$ cat config.mk
export PLATFORM = sky130hd
export DESIGN_NAME = riscv_core
export DESIGN_NICKNAME = d
export VERILOG_FILES = /design/src/logic/rv_isa_pkg.sv /design/src/logic/rv_bus_pkg.sv /design/src/logic/rv_decoder.sv /design/src/logic/rv_reg_file.sv /design/src/logic/rv_alu.sv /design/src/logic/rv_pc_unit.sv /design/src/logic/rv_lsu.sv /design/src/logic/riscv_core.sv
export SDC_FILE = /design/constraint.sdc
export NUM_CORES = 2
export LEC_CHECK = 0
export BUFFER_PORTS_ARGS = -buffer_cell sky130_fd_sc_hd__buf_4
export CORE_MARGIN = 5
export CORE_UTILIZATION = 30
export DETAILED_ROUTE_END_ITERATION = 16
export HOLD_SLACK_MARGIN = 0.05
export SLEW_MARGIN = 40
export SYNTH_ARGS = -nofsm -noshare
export SYNTH_HDL_FRONTEND = slang
export SYNTH_SLANG_ARGS = --single-unit
$ cat constraint.sdc
create_clock -name clk -period 4.7 [get_ports clk]
set_input_delay 0.47 -clock clk [delete_from_list [all_inputs] [get_ports clk]]
set_output_delay 0.47 -clock clk [all_outputs]
set_load 0.005 [all_outputs]
$ cat src/logic/rv_isa_pkg.sv
/*
 * RV32I subset ISA definitions
 * Opcodes, instruction field widths, ALU operation codes and the
 * decoded-control bundle shared by the single-cycle core.
 */
package rv_isa_pkg;

    // ==========================================================
    // widths
    // ==========================================================
    localparam int unsigned xlen       = 32;
    localparam int unsigned opcode_w   = 7;
    localparam int unsigned funct3_w   = 3;
    localparam int unsigned reg_addr_w = 5;

    typedef logic [xlen-1:0]       word_t;
    typedef logic [reg_addr_w-1:0] reg_addr_t;

    // ==========================================================
    // opcodes and function codes
    // ==========================================================
    typedef enum logic [opcode_w-1:0] {
        op_rtype  = 7'b0110011,
        op_load   = 7'b0000011,
        op_store  = 7'b0100011,
        op_branch = 7'b1100011,
        op_jal    = 7'b1101111,
        op_jalr   = 7'b1100111
    } opcode_e;

    localparam logic [funct3_w-1:0] f3_add_sub = 3'b000;
    localparam logic [funct3_w-1:0] f3_slt     = 3'b010;
    localparam logic [funct3_w-1:0] f3_or      = 3'b110;
    localparam logic [funct3_w-1:0] f3_and     = 3'b111;

    // instr[30], set for sub
    localparam int unsigned f7_sub_bit = 30;

    // ==========================================================
    // ALU operations and decoded control
    // ==========================================================
    typedef enum logic [2:0] {
        alu_and = 3'b000,
        alu_or  = 3'b001,
        alu_add = 3'b010,
        alu_sub = 3'b110,
        alu_slt = 3'b111
    } alu_op_e;

    typedef struct packed {
        logic    reg_write;
        logic    mem_read;
        logic    mem_write;
        logic    mem_to_reg;  // write-back from data memory
        logic    branch;      // beq
        logic    jal;
        logic    jalr;
        logic    alu_src;     // b operand is imm
        alu_op_e alu_op;
    } ctrl_t;

    typedef struct packed {
        ctrl_t     ctrl;
        reg_addr_t rs1;
        reg_addr_t rs2;
        reg_addr_t rd;
        word_t     imm;  // sign-extended
    } decoded_t;

endpackage

$ cat src/logic/rv_bus_pkg.sv
/*
 * Data-memory bus definitions
 * Wishbone classic request and response bundles, word-addressed,
 * whole 32-bit words only.
 */
package rv_bus_pkg;

    localparam int unsigned dmem_addr_w = 7;   // word address
    localparam int unsigned wb_data_w   = 32;

    // master to slave
    typedef struct packed {
        logic                   cyc;
        logic                   stb;
        logic                   we;
        logic [dmem_addr_w-1:0] adr;
        logic [wb_data_w-1:0]   dat;
    } wb_req_t;

    // slave to master
    typedef struct packed {
        logic                 ack;
        logic [wb_data_w-1:0] dat;
    } wb_rsp_t;

endpackage

$ cat src/logic/rv_decoder.sv
/*
 * Instruction decoder
 * Maps the opcode to control flags, extracts register indices,
 * picks the ALU operation and builds the sign-extended immediate.
 */
module rv_decoder import rv_isa_pkg::*; (
    input  word_t    instr,
    output decoded_t dec
);

    logic [funct3_w-1:0] funct3;
    alu_op_e             rtype_op;

    assign funct3 = instr[14:12];

    // R-type operation, unlisted combinations fall back to add
    always_comb begin
        case (funct3)
            f3_add_sub: rtype_op = instr[f7_sub_bit] ? alu_sub : alu_add;
            f3_slt:     rtype_op = alu_slt;
            f3_or:      rtype_op = alu_or;
            f3_and:     rtype_op = alu_and;
            default:    rtype_op = alu_add;
        endcase
    end

    always_comb begin
        dec             = '0;
        dec.rs1         = instr[19:15];
        dec.rs2         = instr[24:20];
        dec.rd          = instr[11:7];
        dec.ctrl.alu_op = alu_add;

        case (opcode_e'(instr[opcode_w-1:0]))
            op_rtype: begin
                dec.ctrl.reg_write = 1'b1;
                dec.ctrl.alu_op    = rtype_op;
            end
            op_load: begin
                dec.ctrl.reg_write  = 1'b1;
                dec.ctrl.mem_read   = 1'b1;
                dec.ctrl.mem_to_reg = 1'b1;
                dec.ctrl.alu_src    = 1'b1;
                dec.imm = {{20{instr[31]}}, instr[31:20]};  // I
            end
            op_store: begin
                dec.ctrl.mem_write = 1'b1;
                dec.ctrl.alu_src   = 1'b1;
                dec.imm = {{20{instr[31]}}, instr[31:25], instr[11:7]};  // S
            end
            op_branch: begin
                dec.ctrl.branch = 1'b1;
                dec.ctrl.alu_op = alu_sub;
                dec.imm = {{19{instr[31]}}, instr[31], instr[7],
                           instr[30:25], instr[11:8], 1'b0};  // B
            end
            op_jal: begin
                dec.ctrl.reg_write = 1'b1;
                dec.ctrl.jal       = 1'b1;
                dec.imm = {{11{instr[31]}}, instr[31], instr[19:12],
                           instr[20], instr[30:21], 1'b0};  // J
            end
            op_jalr: begin
                dec.ctrl.reg_write = 1'b1;
                dec.ctrl.jalr      = 1'b1;
                dec.imm = {{20{instr[31]}}, instr[31:20]};  // I
            end
            default: begin
                // unknown opcode runs as a no-op
            end
        endcase
    end

endmodule

$ cat src/logic/rv_reg_file.sv
/*
 * Register file
 * 32 x 32 bits, two combinational read ports and one write port.
 * x0 reads as zero and ignores writes.
 */
module rv_reg_file import rv_isa_pkg::*; (
    input  logic      clk,
    input  logic      rst_n,
    input  logic      we,
    input  reg_addr_t rd,
    input  word_t     wdata,
    input  reg_addr_t rs1,
    input  reg_addr_t rs2,
    output word_t     rdata1,
    output word_t     rdata2
);

    word_t regs [2**reg_addr_w];

    always_ff @(posedge clk or negedge rst_n) begin
        if (!rst_n) begin
            for (int i = 0; i < 2**reg_addr_w; i++) begin
                regs[i] <= '0;
            end
        end else if (we && rd != '0) begin
            regs[rd] <= wdata;
        end
    end

    // x0 hardwired
    assign rdata1 = (rs1 == '0) ? '0 : regs[rs1];
    assign rdata2 = (rs2 == '0) ? '0 : regs[rs2];

endmodule

$ cat src/logic/rv_alu.sv
/*
 * Integer ALU
 * and, or, add, sub and signed slt, with an equality flag for beq.
 */
module rv_alu import rv_isa_pkg::*; (
    input  alu_op_e op,
    input  word_t   a,
    input  word_t   b,
    output word_t   result,
    output logic    zero
);

    always_comb begin
        case (op)
            alu_and: result = a & b;
            alu_or:  result = a | b;
            alu_add: result = a + b;
            alu_sub: result = a - b;
            alu_slt: result = {{(xlen-1){1'b0}}, $signed(a) < $signed(b)};
            default: result = '0;
        endcase
    end

    assign zero = (a == b);  // same as a - b == 0

endmodule

$ cat src/logic/rv_pc_unit.sv
/*
 * Program counter
 * Holds the PC and selects the next fetch address from jal, taken
 * beq, jalr or sequential flow. Frozen while hold is high.
 */
module rv_pc_unit import rv_isa_pkg::*; (
    input  logic  clk,
    input  logic  rst_n,
    input  logic  hold,
    input  ctrl_t ctrl,
    input  word_t imm,
    input  word_t rs1_val,
    input  logic  alu_zero,
    output word_t pc,
    output word_t pc_plus4
);

    word_t pc_q;
    word_t pc_next;
    word_t jalr_target;

    assign pc          = pc_q;
    assign pc_plus4    = pc_q + 32'd4;
    assign jalr_target = (rs1_val + imm) & ~32'd1;  // bit 0 cleared

    always_comb begin
        if (ctrl.jal || (ctrl.branch && alu_zero)) begin
            pc_next = pc_q + imm;
        end else if (ctrl.jalr) begin
            pc_next = jalr_target;
        end else begin
            pc_next = pc_plus4;
        end
    end

    always_ff @(posedge clk or negedge rst_n) begin
        if (!rst_n) begin
            pc_q <= '0;
        end else if (!hold) begin
            pc_q <= pc_next;
        end
    end

endmodule

$ cat src/logic/rv_lsu.sv
/*
 * Load/store unit
 * Wishbone classic master for lw and sw. Launches one registered
 * request per memory instruction and stalls the core until ack.
 */
module rv_lsu import rv_isa_pkg::*; import rv_bus_pkg::*; (
    input  logic    clk,
    input  logic    rst_n,
    input  ctrl_t   ctrl,
    input  word_t   addr,        // ALU result
    input  word_t   store_data,
    output wb_req_t wb_req,
    input  wb_rsp_t wb_rsp,
    output logic    stall,
    output word_t   load_data
);

    logic                   busy_q;  // request on the bus
    logic                   we_q;
    logic [dmem_addr_w-1:0] adr_q;
    logic [wb_data_w-1:0]   dat_q;

    logic mem_op;
    logic launch;
    logic done;

    assign mem_op = ctrl.mem_read | ctrl.mem_write;
    assign launch = mem_op & ~busy_q;
    assign done   = busy_q & wb_rsp.ack;

    // ==========================================================
    // request state
    // ==========================================================
    always_ff @(posedge clk or negedge rst_n) begin
        if (!rst_n) begin
            busy_q <= 1'b0;
            we_q   <= 1'b0;
        end else if (done) begin
            busy_q <= 1'b0;
            we_q   <= 1'b0;
        end else if (launch) begin
            busy_q <= 1'b1;
            we_q   <= ctrl.mem_write;
        end
    end

    // payload, held stable while stb is up
    always_ff @(posedge clk) begin
        if (launch) begin
            adr_q <= addr[dmem_addr_w+1:2];
            dat_q <= store_data;
        end
    end

    assign wb_req = '{cyc: busy_q, stb: busy_q, we: we_q, adr: adr_q, dat: dat_q};

    // release the core on the ack edge
    assign stall     = mem_op & ~done;
    assign load_data = wb_rsp.dat;

endmodule

$ cat src/logic/riscv_core.sv
/*
 * Single-cycle RV32I subset core
 * One instruction per clock from a combinational instruction port.
 * Data memory over Wishbone classic, memory ops stall until ack.
 */
module riscv_core import rv_isa_pkg::*; import rv_bus_pkg::*; (
    input  logic    clk,
    input  logic    rst_n,
    output word_t   imem_addr,
    input  word_t   imem_data,
    output wb_req_t wb_req,
    input  wb_rsp_t wb_rsp
);

    decoded_t dec;
    word_t    rdata1;
    word_t    rdata2;
    word_t    alu_b;
    word_t    alu_result;
    logic     alu_zero;
    word_t    pc;
    word_t    pc_plus4;
    word_t    load_data;
    word_t    wb_data;
    logic     stall;

    // ==========================================================
    // fetch and decode
    // ==========================================================
    assign imem_addr = pc;

    rv_decoder decoder_i (
        .instr (imem_data),
        .dec   (dec)
    );

    rv_pc_unit pc_unit_i (
        .clk      (clk),
        .rst_n    (rst_n),
        .hold     (stall),
        .ctrl     (dec.ctrl),
        .imm      (dec.imm),
        .rs1_val  (rdata1),
        .alu_zero (alu_zero),
        .pc       (pc),
        .pc_plus4 (pc_plus4)
    );

    // ==========================================================
    // execute, memory, write-back
    // ==========================================================
    rv_reg_file reg_file_i (
        .clk    (clk),
        .rst_n  (rst_n),
        .we     (dec.ctrl.reg_write & ~stall),  // no write while waiting
        .rd     (dec.rd),
        .wdata  (wb_data),
        .rs1    (dec.rs1),
        .rs2    (dec.rs2),
        .rdata1 (rdata1),
        .rdata2 (rdata2)
    );

    assign alu_b = dec.ctrl.alu_src ? dec.imm : rdata2;

    rv_alu alu_i (
        .op     (dec.ctrl.alu_op),
        .a      (rdata1),
        .b      (alu_b),
        .result (alu_result),
        .zero   (alu_zero)
    );

    rv_lsu lsu_i (
        .clk        (clk),
        .rst_n      (rst_n),
        .ctrl       (dec.ctrl),
        .addr       (alu_result),
        .store_data (rdata2),
        .wb_req     (wb_req),
        .wb_rsp     (wb_rsp),
        .stall      (stall),
        .load_data  (load_data)
    );

    // link address for jumps
    assign wb_data = (dec.ctrl.jal || dec.ctrl.jalr) ? pc_plus4 :
                     dec.ctrl.mem_to_reg             ? load_data :
                                                       alu_result;

endmodule

Yosys cells after proc, flatten, opt, wreduce, memory -nomap -nowiden. Index checks and enable logic that the tools add are counted.

Reductions and logical operators: 14. $add $sub $neg: 5. $lt $le $gt $ge: 5. Equal/unequal tests: 14. Multiplexer cells: 32. Bitwise logic cells: 13.

Operator list (count): $bwmux W1024 (1); $mux W32 (12); $bmux W32 S5 (2); $demux W32 S5 (1); $pmux W32 S5 (1); $pmux W32 S4 (1); $add A32 B32 Y32 (3); $add A32 B3 Y32 const B (1); $and A32 B32 Y32 (1); $eq A32 B32 Y1 (1); $lt A32 B32 Y1 (1); $or A32 B32 Y32 (1); $sub A32 B32 Y32 (1); $eq A7 B7 Y1 const B (3); $ge A6 B6 Y1 const B (3); $not A5 Y6 (3); $eq A7 B6 Y1 const B (2); $eq A3 B3 Y1 const B (4); $pmux W3 S4 (1); $mux W1 (11); $logic_not A5 Y1 (2); $eq A7 B2 Y1 const B (1); $eq A3 B2 Y1 const B (2); $logic_not A3 Y1 (2); other kinds (13) (22).

Input bits: 67. Register bits after elaboration: 1097. Output and inout bits: 74.

Longest topological paths before layout.
Depth in word-level cells: 11. Mapped depth: 22. Depth with buffers taken out: 19.

Cells and area by module. Synthesis repeated with hierarchy kept, for this count alone.

Cells, all modules: 5384. Area total of the unflattened synthesis: 68087.8 um2.

By module, submodules not included: rv_reg_file (seq. area each 25624.6 um2, area an instance 54369.6 um2, instances 1, cells an instance 3621); rv_pc_unit (seq. area each 800.8 um2, area an instance 5436.5 um2, instances 1, cells an instance 738); rv_alu (seq. area each 0.0 um2, area an instance 4803.4 um2, instances 1, cells an instance 700); rv_lsu (seq. area each 1221.2 um2, area an instance 1532.7 um2, instances 1, cells an instance 85); riscv_core (seq. area each 0.0 um2, area an instance 1291.2 um2, instances 1, cells an instance 147); rv_decoder (seq. area each 0.0 um2, area an instance 654.4 um2, instances 1, cells an instance 93).

Least setup slack after synthesis. No wires, ideal clock.

Kind: input port to flip-flop. From: input imem_data[20]. To: register reg_file_i.regs[217] (netlist bit). Library setup time: 0.125 ns. Stages on the path: 20. Slack: -1.277 ns. Path buffers: 5. Required time: 4.575 ns. Arrival: 5.852 ns. Cells stage by stage: clkbuf_1 buf_1 buf_1 mux4_2 mux4_2 mux2i_1 nor3_1 a21oi_1 ha_1 buf_2 or4_1 nand4_1 o2111ai_4 a311oi_2 o21ai_1 a2111oi_2 a311oi_1 o31a_1 buf_6 mux2_2.

Longest elaborated chain between the ends: 11. Elaborated cells on any way between the ends: 16. Classes of those cells: add/sub (2); mux (10); bitwise (3); reduce/logical (1).

RTL lines: start, declared (RTL line riscv_core.sv:10) `input word_t imem_data,`; $not A5 Y6 (not written as such) (RTL line rv_reg_file.sv:32) `assign rdata2 = (rs2 == '0) ? '0 : regs[rs2];`; $bmux W32 S5 (RTL line rv_reg_file.sv:32); $mux W32 (not written as such) (2 in series) (RTL line rv_reg_file.sv:32); $mux W32 (RTL line rv_reg_file.sv:32); $mux W32 * (RTL line riscv_core.sv:64) `assign alu_b = dec.ctrl.alu_src ? dec.imm : rdata2;`; $sub A32 B32 Y32 (tied with other cells) (RTL line rv_alu.sv:18) `alu_sub: result = a - b;`; $pmux W32 S5 * (RTL line rv_alu.sv:14) `case (op)`; $mux W32 * (RTL line riscv_core.sv:88) `dec.ctrl.mem_to_reg ? load_data :`; $mux W32 * (RTL line riscv_core.sv:87) `assign wb_data = (dec.ctrl.jal || dec.ctrl.jalr) ? pc_plus4 :`; $bwmux W1024 * (RTL line rv_reg_file.sv:26) `regs[rd] <= wdata;`; end signal, assigned by index (RTL line rv_reg_file.sv:26); end, declared (RTL line rv_reg_file.sv:18) `word_t regs [2**reg_addr_w];`.

Every way passes the cells marked *; elsewhere a longest branch is shown, timed or not. The select of a mux whose other input is x is not followed. A chain may end at the register's enable or synchronous reset.

Final worst setup path.
From: register reg_file_i.regs[352] (netlist bit). To: register reg_file_i.regs[217] (netlist bit).

Longest elaborated chain between the ends: 10. Elaborated cells on any way between the ends: 15. Classes of those cells: add/sub (2); mux (13).

RTL lines (RTL line): $bmux W32 S5 (rv_reg_file.sv:32); $mux W32 (not written as such) (2 in series) (rv_reg_file.sv:32); $mux W32 (rv_reg_file.sv:32); $mux W32 (riscv_core.sv:64); $sub A32 B32 Y32 / $add A32 B32 Y32 (equally long branches) (rv_alu.sv:18, rv_alu.sv:17); $pmux W32 S5 * (rv_alu.sv:14); $mux W32 * (riscv_core.sv:88); $mux W32 * (riscv_core.sv:87); $bwmux W1024 * (rv_reg_file.sv:26).

Marked as above.

==> reports/metrics.yaml <==
outcome:
  status: "finished, violations left"
  failed_checks: "setup timing"
setup_path:
  worstPathArrival_ns: 5.79
  cp.depth: 20
  critPathTopFamily: "multiplexers"
  reg2reg_depth: 20
  critPathKind: "reg2reg"
  crit_buf_inv: 4
  start_kind: "flip-flop"
  path_common_cell: "buf_4"
  worst_setup_path_end_kind: "flip-flop"
  cp_max_fo: 31
  max_stage_delay_ns: 0.58
  slowest_stage: "mux4_2"
  cp.required_ns: 5.32
  crit_chain: "mux4_2 -> mux4_2 -> mux2i_2 -> buf_4 -> nor3_1 -> a21o_1 -> ha_1 -> buf_4 -> o21ba_1 -> or4_4 -> nand4_1 -> o2111ai_4 -> buf_4 -> a311oi_4 -> o21ai_2 -> a2111oi_2 -> a311oi_1 -> o31a_1 -> buf_12 -> mux2_2"
die:
  coreArea_mm2: 0.219
  dieArea_mm2: 0.229
  row_count: 172
  start_util: 0.301
  fp.dieH_um: 478
  ios: 141
  die-width_um: 478
route:
  route.met3.wl_mm: 17.3
  vias: 54300
  drc: 0
  met1_length_mm: 99.0
  dr.pass1.iters: 8
  met2WireLength_mm: 114
  drt_iter0_drc: 5312
  ant_nets: 0
  drt-wirelength-per-cell_um: 24.5
  via_per_inst: 5.51
  highest_layer: "met5"
  drt-total-wl_mm: 242
logic_synthesis:
  yosysTopAreaCellShare: 0.402
  syn-num-nets: 6159
  synth_top_family_by_area: "multiplexers"
  yosysSeqAreaShare: 0.420
  synthArstFlopShare: 0.964
  yosys_warnings: 0
  synth_compound_area_frac: 0.131
  synth-seq-cells: 1097
  synth_area_mm2: 0.0658
  synth_cell_types: 95
  avgSynthCellArea_um2: 11.1
  synth_area_leaders: "dfrtp_1 (40%), mux4_2 (22%), mux2_2 (4.3%), nand2_1 (4.2%), a21oi_1 (3.3%)"
  synth_cells: 5927
  synth_xor_area_frac: 0.0117
  synth-edff-count: 39
  synthSimpleGateAreaFrac: 0.0956
  synth-main-ff-cell: "dfrtp_1"
  synthAdderAreaFrac: 0.0318
  synth.area.mux_share: 0.268
  yosysTopAreaCell: "dfrtp_1"
global_routing:
  gr-total-overflow: 0
  antenna_found_initial: 7
  grt_max_degree: 124
  grt_pass1_wl_mm: 360
  grtUsageTotal: 0.206
  first_global_vias: 54900
power:
  netSwitchingFraction: 0.279
  p_int_w: 0.0170
  p_leak_nw: 37.3
  seqPwrFrac: 0.426
  power_switching_w: 0.00656
  power.share.clock: 0.410
  p_comb_frac: 0.164
  p_per_area_mw_per_mm2: 281
  irDropWorstVdd_uv: 317
sta:
  period_share: 1.10
  rsz0062_at_grt: "true"
  setup_viol: 763
  fin_tns_setup_ns: -205.25
  max_freq_ghz: 0.193
  relSlewSlack: 0.385
  fin_crit_ns: 5.17
  setup_ws_ns: -0.469
  hold_viol_final: 0
  finClkSkew_ns: 0.0521
  slew_viol_final: 0
  worstMarginPinSlew_ns: 0.922
cells_and_area:
  final_nets: 7114
  final_common_cell: "buf_4"
  fin_cells: 9852
  area_growth_pct: 27.4
  post_route_cells_drive_above_1_share: 0.381
  mostFrequentLayoutCells: "buf_4 (1283), dfrtp_1 (1058), nand2_1 (732)"
flow_run:
  maxCapViolations: 0
place:
  pre_cts_ws_ns: -1.52
  hpwl_mm: 173
  portBuffers: 140
  gp_congestion: 0.948
  dpl.cell_count: 9632
clocking:
  cts.sinks: 1097
  cts_tree: "done"
  cts_buffers: 111
  root_buffer: "clkbuf_16"
  clock_latency_ns: 0.79
  cts_buffer_depth: 3
  clk_pin_slew_ns: 0.07
  cts_max_level: 3
min_path:
  hp-class: "in2reg"
  hold_depth: 5
[layout make-up]
class,instances,area (um2)
Antenna cell,2,5.00
Clock buffer,145,3160
Clock inverter,65,800
Fill cell,20900,135000
Inverter,121,454
Multi-Input combinational cell,4151,36300
Sequential cell,1097,27600
Tap cell,2871,3590
Timing Repair Buffer,1400,11900
[synthesized netlist by cell type (all sizes together) (13+ instances only)]
master	count
o22ai	25
nand3	43
mux4	638
o21ai	603
o21a	27
and3	23
inv	121
or3	13
nor2	487
xor2	42
nor2b	16
or2	13
o211ai	16
nand2	737
edfxtp	39
buf	165
ha	161
mux2i	46
o21bai	27
a21oi	432
clkbuf	393
a211oi	25
o31ai	72
a221oi	19
nand2b	46
mux2	251
dfrtp	1058
nor3	46
xnor2	46
a31oi	51
a21o	53
[final timing paths]
path | end | slack (ns) | startpoint
setup reg to reg | reg_file_i.regs[217]$_DFFE_PN0P_ | -0.47 | reg_file_i.regs[352]$_DFFE_PN0P_
setup / recovery | reg_file_i.regs[217]$_DFFE_PN0P_ | -0.47 | reg_file_i.regs[352]$_DFFE_PN0P_
hold reg to reg | reg_file_i.regs[1003]$_DFFE_PN0P_ | 0.39 | reg_file_i.regs[1003]$_DFFE_PN0P_
hold / removal | pc_unit_i.pc[9]$_DFFE_PN0N_ | 0.23 | imem_data[3]
min in group asynchronous | reg_file_i.regs[184]$_DFFE_PN0P_ | 0.41 | rst_n
max in group asynchronous | reg_file_i.regs[131]$_DFFE_PN0P_ | 3.04 | rst_n
[what timing repair did]
| item | in CTS | in global routing |
|---|---|---|
| endpoints found under the setup margin | 869 | 945 |
| hold buffers | 2 | 0 |
| endpoints found under the hold margin | 63 | 0 |
| gates resized for setup | 75 | 18 |
| buffers inserted | 3 | 2 |
| pin swaps | 21 | 4 |
| gates cloned | 0 | 1 |
[worst min-delay path, cell delays in order]
cell and delay [ns]:
buf_4 0.10, buf_4 0.15, o31ai_1 0.08, nand2_1 0.06, a41oi_1 0.10
[metal layers]
| layer | vias up | global-route usage |
|---|---|---|
| li1 | 23800 | - |
| met1 | 27800 | 0.273 |
| met2 | 2170 | 0.337 |
| met3 | 469 | 0.0327 |
| met4 | 4 | 0.0862 |
| met5 | - | 0 |
[registers in the layout, summed over array words and instances, names as in the netlist]
register	cells
reg_file_i.regs	1024
lsu_i.dat_q	32
pc_unit_i.pc	32
lsu_i.adr_q	7
lsu_i.busy_q	1
lsu_i.we_q	1
[logic make-up after synthesis]
| family | after synthesis |
|---|---|
| AOI/OAI and AO/OA | 1470 |
| xor gates and xnor gates | 88 |
| adders and majority gates | 165 |
| buffers and inverters | 679 |
| DFF | 1097 |
| muxes | 935 |
| and+or+nand+nor | 1493 |
[power by group through the flow]
stage          clock network [W]  registers (W)  logic (W)
2_1_floorplan                  0         0.0101    0.00203
3_3_place_gp                   0         0.0102    0.00370
3_5_place_dp                   0         0.0102    0.00374
4_1_cts                  0.00981         0.0100    0.00381
5_1_grt                   0.0102         0.0100    0.00415
6_report                 0.00964         0.0100    0.00386
[per-stage QoR]
stage               total power [W]  hold WS (ns)  area (um2)   util
floorplan                    0.0121         0.174       66800      -
global placement             0.0139         0.377       79300  0.362
detailed placement           0.0139         0.383       79300  0.362
CTS                          0.0236         0.157       83700  0.382
global route                 0.0244         0.264       83800  0.383
finish                       0.0235         0.232       83800  0.383
Power figures use the tool's default switching activity.
